**src/rv_pkg.sv**
```systemverilog
package rv_pkg;

    typedef logic [31:0] word_t;
    typedef logic [4:0]  reg_idx_t;

    // major opcodes of the supported subset
    typedef enum logic [6:0] {
        op_lui    = 7'b0110111,
        op_auipc  = 7'b0010111,
        op_jal    = 7'b1101111,
        op_jalr   = 7'b1100111,
        op_op     = 7'b0110011,
        op_imm    = 7'b0010011,
        op_load   = 7'b0000011,
        op_store  = 7'b0100011,
        op_system = 7'b1110011
    } opcode_e;

    // one instruction word, seen through every format at once
    typedef union packed {
        struct packed {
            logic [6:0] funct7;
            reg_idx_t   rs2;
            reg_idx_t   rs1;
            logic [2:0] funct3;
            reg_idx_t   rd;
            opcode_e    opcode;
        } r_fmt;
        struct packed {
            logic [11:0] imm_11_0;
            reg_idx_t    rs1;
            logic [2:0]  funct3;
            reg_idx_t    rd;
            opcode_e     opcode;
        } i_fmt;
        struct packed {
            logic [6:0] imm_11_5;
            reg_idx_t   rs2;
            reg_idx_t   rs1;
            logic [2:0] funct3;
            logic [4:0] imm_4_0;
            opcode_e    opcode;
        } s_fmt;
        struct packed {
            logic [19:0] imm_31_12;
            reg_idx_t    rd;
            opcode_e     opcode;
        } u_fmt;
        // jump immediate bits in their encoded order
        struct packed {
            logic       imm_20;
            logic [9:0] imm_10_1;
            logic       imm_11;
            logic [7:0] imm_19_12;
            reg_idx_t   rd;
            opcode_e    opcode;
        } j_fmt;
    } inst_u;

    // writeback source
    typedef enum logic [1:0] {
        wb_alu,
        wb_mem,
        wb_pc4,
        wb_imm
    } wb_sel_e;

    typedef struct packed {
        reg_idx_t rd;
        reg_idx_t rs1;
        reg_idx_t rs2;
        word_t    imm;
        logic     reg_wen;
        wb_sel_e  wb_sel;
        logic     src1_pc;
        logic     src2_imm;
        logic     is_load;
        logic     load_byte;
        logic     is_store;
        logic     store_byte;
        logic     is_jal;
        logic     is_jalr;
        logic     is_ebreak;
        logic     illegal;
    } dec_t;

    // one retired instruction
    typedef struct packed {
        logic     valid;
        word_t    pc;
        logic     rd_wen;
        reg_idx_t rd;
        word_t    rd_data;
    } retire_t;

    // one store, byte lanes already placed
    typedef struct packed {
        logic       valid;
        word_t      addr;
        word_t      data;
        logic [3:0] mask;
    } store_t;

endpackage

```
**src/inst_decoder.sv**
```systemverilog
module inst_decoder import rv_pkg::*; (
    input  inst_u inst,
    output dec_t  dec
);

    logic  is_lui;
    logic  is_auipc;
    logic  is_jal;
    logic  is_jalr;
    logic  is_add;
    logic  is_addi;
    logic  is_lw;
    logic  is_lbu;
    logic  is_sw;
    logic  is_sb;
    logic  is_ebreak;
    logic  is_legal;
    word_t imm_i;
    word_t imm_s;
    word_t imm_u;
    word_t imm_j;

    // u and j types need only the opcode
    assign is_lui   = inst.u_fmt.opcode == op_lui;
    assign is_auipc = inst.u_fmt.opcode == op_auipc;
    assign is_jal   = inst.j_fmt.opcode == op_jal;
    // funct3 zero for jalr and addi
    assign is_jalr  = inst.i_fmt.opcode == op_jalr && inst.i_fmt.funct3 == 3'b000;
    assign is_addi  = inst.i_fmt.opcode == op_imm && inst.i_fmt.funct3 == 3'b000;
    // add, funct7 must be zero as well
    assign is_add   = inst.r_fmt.opcode == op_op && inst.r_fmt.funct3 == 3'b000
                      && inst.r_fmt.funct7 == 7'b0000000;
    assign is_lw    = inst.i_fmt.opcode == op_load && inst.i_fmt.funct3 == 3'b010;
    assign is_lbu   = inst.i_fmt.opcode == op_load && inst.i_fmt.funct3 == 3'b100;
    assign is_sw    = inst.s_fmt.opcode == op_store && inst.s_fmt.funct3 == 3'b010;
    assign is_sb    = inst.s_fmt.opcode == op_store && inst.s_fmt.funct3 == 3'b000;
    // ebreak has exactly one encoding
    assign is_ebreak = inst == inst_u'(32'h0010_0073);

    assign is_legal = is_lui | is_auipc | is_jal | is_jalr | is_add | is_addi
                    | is_lw | is_lbu | is_sw | is_sb | is_ebreak;

    // sign extended immediates per format
    assign imm_i = {{20{inst.i_fmt.imm_11_0[11]}}, inst.i_fmt.imm_11_0};
    assign imm_s = {{20{inst.s_fmt.imm_11_5[6]}}, inst.s_fmt.imm_11_5, inst.s_fmt.imm_4_0};
    assign imm_u = {inst.u_fmt.imm_31_12, 12'b0};
    assign imm_j = {{11{inst.j_fmt.imm_20}}, inst.j_fmt.imm_20, inst.j_fmt.imm_19_12,
                    inst.j_fmt.imm_11, inst.j_fmt.imm_10_1, 1'b0};

    always_comb begin
        // register fields sit in the same place in every format
        dec.rd  = inst.r_fmt.rd;
        dec.rs1 = inst.r_fmt.rs1;
        dec.rs2 = inst.r_fmt.rs2;

        if (is_addi || is_jalr || is_lw || is_lbu) begin
            dec.imm = imm_i;
        end else if (is_sw || is_sb) begin
            dec.imm = imm_s;
        end else if (is_lui || is_auipc) begin
            dec.imm = imm_u;
        end else if (is_jal) begin
            dec.imm = imm_j;
        end else begin
            dec.imm = '0;
        end

        // illegal words write nothing
        dec.reg_wen = is_lui | is_auipc | is_jal | is_jalr | is_add | is_addi
                    | is_lw | is_lbu;

        if (is_lw || is_lbu) begin
            dec.wb_sel = wb_mem;
        end else if (is_jal || is_jalr) begin
            dec.wb_sel = wb_pc4;
        end else if (is_lui) begin
            dec.wb_sel = wb_imm;
        end else begin
            dec.wb_sel = wb_alu;
        end

        // auipc adds to pc, addi and auipc take the immediate
        dec.src1_pc    = is_auipc;
        dec.src2_imm   = is_addi | is_auipc;
        dec.is_load    = is_lw | is_lbu;
        dec.load_byte  = is_lbu;
        dec.is_store   = is_sw | is_sb;
        dec.store_byte = is_sb;
        dec.is_jal     = is_jal;
        dec.is_jalr    = is_jalr;
        dec.is_ebreak  = is_ebreak;
        dec.illegal    = ~is_legal;
    end

endmodule

```
**src/reg_file.sv**
```systemverilog
module reg_file import rv_pkg::*; (
    input  logic     clk,
    input  logic     wen,
    input  reg_idx_t waddr,
    input  word_t    wdata,
    input  reg_idx_t raddr1,
    input  reg_idx_t raddr2,
    output word_t    rdata1,
    output word_t    rdata2
);

    word_t regs [32];

    // x0 never stored
    always_ff @(posedge clk) begin
        if (wen && waddr != 5'd0) begin
            regs[waddr] <= wdata;
        end
    end

    // async reads, x0 forced to zero
    assign rdata1 = (raddr1 == 5'd0) ? '0 : regs[raddr1];
    assign rdata2 = (raddr2 == 5'd0) ? '0 : regs[raddr2];

endmodule

```
**src/rv_core.sv**
```systemverilog
module rv_core import rv_pkg::*; #(
    parameter word_t RESET_PC = 32'h8000_0000
) (
    input  logic    clk,
    input  logic    reset,
    output word_t   fetch_addr,
    input  inst_u   fetch_data,
    output word_t   data_addr,
    input  word_t   data_rdata,
    output store_t  data_wr,
    output retire_t retire,
    output logic    halted
);

    word_t pc;
    word_t next_pc;
    word_t pc_plus4;
    dec_t  dec;
    word_t rs1_data;
    word_t rs2_data;
    word_t alu_a;
    word_t alu_b;
    word_t alu_sum;
    word_t eff_addr;
    word_t shifted_rdata;
    word_t load_val;
    word_t wb_data;
    logic  active;
    logic  halt_now;

    inst_decoder u_dec (
        .inst (fetch_data),
        .dec  (dec)
    );

    reg_file u_regs (
        .clk    (clk),
        .wen    (dec.reg_wen & active),
        .waddr  (dec.rd),
        .wdata  (wb_data),
        .raddr1 (dec.rs1),
        .raddr2 (dec.rs2),
        .rdata1 (rs1_data),
        .rdata2 (rs2_data)
    );

    // one instruction per cycle unless in reset or halted
    assign active   = ~reset & ~halted;
    assign halt_now = active & (dec.is_ebreak | dec.illegal);

    assign fetch_addr = pc;
    assign pc_plus4   = pc + 32'd4;

    // operand muxes and the single adder
    assign alu_a   = dec.src1_pc ? pc : rs1_data;
    assign alu_b   = dec.src2_imm ? dec.imm : rs2_data;
    assign alu_sum = alu_a + alu_b;

    // address adder, shared by loads, stores and jalr
    assign eff_addr  = rs1_data + dec.imm;
    assign data_addr = eff_addr;

    // lbu picks the addressed byte lane
    assign shifted_rdata = data_rdata >> {eff_addr[1:0], 3'b000};
    assign load_val      = dec.load_byte ? {24'b0, shifted_rdata[7:0]} : data_rdata;

    always_comb begin
        case (dec.wb_sel)
            wb_mem:  wb_data = load_val;
            wb_pc4:  wb_data = pc_plus4;
            wb_imm:  wb_data = dec.imm;
            default: wb_data = alu_sum;
        endcase
    end

    // jalr target has bit 0 cleared
    always_comb begin
        if (dec.is_jal) begin
            next_pc = pc + dec.imm;
        end else if (dec.is_jalr) begin
            next_pc = {eff_addr[31:1], 1'b0};
        end else begin
            next_pc = pc_plus4;
        end
    end

    // pc stays on the halting instruction
    always_ff @(posedge clk) begin
        if (reset) begin
            pc     <= RESET_PC;
            halted <= 1'b0;
        end else if (halt_now) begin
            halted <= 1'b1;
        end else if (active) begin
            pc <= next_pc;
        end
    end

    // sb replicates the byte, mask picks the lane
    assign data_wr.valid = active & dec.is_store;
    assign data_wr.addr  = eff_addr;
    assign data_wr.data  = dec.store_byte ? {4{rs2_data[7:0]}} : rs2_data;
    assign data_wr.mask  = dec.store_byte ? (4'b0001 << eff_addr[1:0]) : 4'b1111;

    // rd_wen only when a register really changes
    assign retire.valid   = active;
    assign retire.pc      = pc;
    assign retire.rd_wen  = active & dec.reg_wen & (dec.rd != 5'd0);
    assign retire.rd      = dec.rd;
    assign retire.rd_data = wb_data;

endmodule

```
**config.mk**
```make
export PLATFORM = sky130hd
export DESIGN_NAME = rv_core
export DESIGN_NICKNAME = d
export VERILOG_FILES = /design/src/rv_pkg.sv /design/src/inst_decoder.sv /design/src/reg_file.sv /design/src/rv_core.sv
export SDC_FILE = /design/constraint.sdc
export NUM_CORES = 2
export LEC_CHECK = 0
export BUFFER_PORTS_ARGS = -buffer_cell sky130_fd_sc_hd__buf_2
export CORE_MARGIN = 5
export CORE_UTILIZATION = 56
export DETAILED_ROUTE_END_ITERATION = 10
export PLACE_DENSITY = 0.79
export SLEW_MARGIN = 30
export SYNTH_ARGS = -nofsm -noshare
export SYNTH_HDL_FRONTEND = slang
export SYNTH_SLANG_ARGS = --single-unit
```
**constraint.sdc**
```tcl
create_clock -name clk -period 13 [get_ports clk]
set_clock_uncertainty 0.1 [all_clocks]
set_input_delay 2.6 -clock clk [delete_from_list [all_inputs] [get_ports clk]]
set_output_delay 2.6 -clock clk [all_outputs]
set_load 0.05 [all_outputs]
```
==> flow_metrics.py <==
metrics = {
    "run_status": {
        "outcome": "complete, no violations",
    },
    "cells_and_area": {
        "drive_gt1_share_pct": 34.4,
        "syn2layout_area_growth_pct": 11.5,
        "multi_input_area_um2": 24100,
        "final_common_cell": "edfxtp_1",
        "seqCellArea_um2": 31400,
        "fillers": 6745,
        "fin_nets": 3870,
        "final_cell_mix": "1,024 x edfxtp_1, 626 x mux4_2, 262 x buf_2, 236 x a21oi_1, 178 x nand2_1",
    },
    "clock_tree": {
        "worstSkewPairLatency_ps": 720,
        "postCtsSetupBuffers": 0,
        "htree_num_levels": 3,
        "clk_path_buf_depth": 3,
        "cts_buffers": 104,
        "cts_tree": "yes",
        "cts_resized": 0,
        "postCtsHoldBufs": 0,
        "cts.sinks": 1057,
        "cts_root_buf": "clkbuf_16",
        "path_clk_slew_ps": 60,
    },
    "placed_design": {
        "io_buffers": 270,
        "gp_congestion": 1.01,
        "dpl.hpwl_mm": 122,
    },
    "power_and_ir_drop": {
        "combPwrFrac_pct": 21.9,
        "power_density_nw_per_um2": 149,
        "pwr-share-seq_pct": 45.4,
        "p_leak_nw": 21.4,
        "intPower_mw": 6.48,
        "peakVddDrop_v": 0.000129,
        "clkPwrFrac_pct": 32.7,
        "switchingPower_mw": 2.90,
        "swShare_pct": 30.9,
    },
    "synthesis": {
        "yosysSeqAreaShare_pct": 55.5,
        "synth_top_area_cell": "edfxtp_1",
        "synth-warning-count": 0,
        "yosys_most_used_dff": "edfxtp_1",
        "syn_inst": 3485,
        "synthArstFlopShare_pct": 0,
        "synth.top_cell.area_share_pct": 54.4,
        "synth_area_um2": 56600,
        "synth_edf_count": 1024,
        "synth.avg_cell_area_um2": 16.2,
        "synthTopCellsByArea": "edfxtp_1 54%, mux4_2 25%, a21oi_1 2.2%",
        "synth-seq-cells": 1057,
        "synthDistinctLibCells": 85,
    },
    "sta": {
        "timing.hold.ws_ps": 531,
        "min_period_over_period_pct": 92.7,
        "rsz0062_at_grt": "no",
        "slew_headroom_pct": 26.7,
        "maxSlewViolCount": 0,
        "hold_violations": 0,
        "fmax_mhz": 83.0,
        "fin_setup_tns_ps": 0,
        "setup_viol": 0,
        "min_period_ps": 12050,
        "tightest_slew_ps": 1100,
    },
    "detailed_routing": {
        "drt_iter0_drc": 6825,
        "avgRoutedWirePerCell_um": 39.5,
        "routed_via_density": 7.72,
        "drt_wl_total_mm": 201,
        "drc": 0,
        "vias": 39400,
        "first_pass_iters": 8,
        "final_antenna_net_count": 0,
    },
    "floorplan": {
        "initial_utilization_pct": 56.5,
        "ios": 271,
        "core-area_um2": 100000,
        "die_h_um": 328,
        "dieWidth_um": 328,
        "die_area_um2": 107000,
        "core.rowCount": 116,
    },
    "critical_path": {
        "start_kind": "primary input",
        "ff2ff_setup_slack_ps": 6340,
        "path_max_fanout": 28,
        "end_kind": "primary output",
        "crit_type": "in2out",
        "worstPathRequired_ps": 10300,
        "crit_arrival_ps": 9350,
    },
    "flow_run": {
        "maxCapViolCount": 0,
    },
    "hold_path": {
        "hp-class": "reg2reg",
    },
    "grt": {
        "first_global_vias": 38900,
        "grt_antenna_before_repair": 9,
        "grt_pass1_wl_mm": 280,
        "grt_max_degree": 118,
        "grt_overflow_total": 0,
        "grt_usage_pct": 36.6,
    },
}
==> path summary, 6_finish.rpt <==
path / cells after the start / end / start
worst min register to register: 2 / fetch_addr[14] / fetch_addr[14]
worst max register to register: 19 / u_regs.regs[23][29] / u_regs.regs[15][2]
worst max-delay path: 20 / retire[30] / fetch_data[17]
worst min-delay path: 2 / fetch_addr[14] / fetch_addr[14]
==> power groups by stage <==
stage	registers, mW	logic [mW]	clock network (mW)
2_1_floorplan	4.37	1.26	0
3_3_place_gp	4.32	1.96	0
3_5_place_dp	4.33	1.99	0
4_1_cts	4.26	2.01	3.07
5_1_grt	4.26	2.15	3.24
6_report	4.26	2.06	3.06
==> synthesized netlist by cell type (49+ instances only) <==
| library cell | count |
|---|---|
| a21o_1 | 52 |
| a21oi_1 | 250 |
| buf_1 | 60 |
| buf_4 | 72 |
| clkbuf_1 | 161 |
| edfxtp_1 | 1024 |
| ha_1 | 91 |
| mux4_2 | 626 |
| nand2_1 | 178 |
| nor2_1 | 186 |
| o21ai_0 | 88 |
| xnor2_1 | 68 |
| xor2_1 | 49 |
==> cell type report <==
class / instances / share of cell area, %
clock inverters: 67 / 1.03
flip-flops and latches: 1057 / 49.8
clock buffers: 125 / 4.35
well taps: 1298 / 2.57
multi-input cells: 2110 / 38.1
diodes: 5 / 0.0198
repair buffers: 391 / 3.82
inverters: 46 / 0.274
==> layer usage <==
metal  wire, µm  GRT usage (%)  up-vias
met5         52              0        -
met4      16800           24.2        6
met3      30100           10.9      970
met2      92400           56.9     4145
met1      61900           45.0    19400
li1           -              -    14800
==> registers in the layout, summed over array words and instances, names as in the netlist <==
register,count
halted,1
fetch_addr,32
u_regs.regs,1024
==> worst max-delay path, stage by stage <==
cell       delay [ps]
buf_4             300
nor2_1            700
nor4b_4           950
a21oi_1           360
mux2_2            370
ha_1              220
fa_1              460
a21o_1            200
a21oi_1           230
o21bai_1          130
a21oi_1           370
o21a_1            310
o2111ai_1         190
a21oi_1           270
o21ai_0           170
a31o_2            260
a21oi_1           170
nor4_1             60
nand3b_1          570
buf_2             430
==> through the flow <==
step	setup slack (ps)	utilization (%)	power [mW]	instances	cell area, µm²
2_1_floorplan	139	-	5.63	3516	56700
3_3_place_gp	1210	59.5	6.28	4900	59600
3_5_place_dp	1150	59.5	6.31	4900	59600
4_1_cts	1090	62.9	9.33	5092	63000
5_1_grt	569	63.0	9.64	5096	63100
6_report	952	63.0	9.38	5099	63100
==> logic make-up (layout without fill, tap and decap cells) <==
family | Yosys count | after routing | share of synthesized area (%)
AND/OR/NAND/NOR | 576 | 576 | 4.74
adder cells (fa/ha/maj) | 98 | 98 | 2.19
buffers and inverters | 349 | 629 | 2.85
other | 1 | 37 | 0.00663
XOR/XNOR | 118 | 118 | 1.84
multiplexers | 695 | 695 | 26.2
flip-flops | 1057 | 1057 | 55.5
AO/OA/AOI/OAI | 591 | 591 | 6.59
Power figures use the tool's default switching activity.
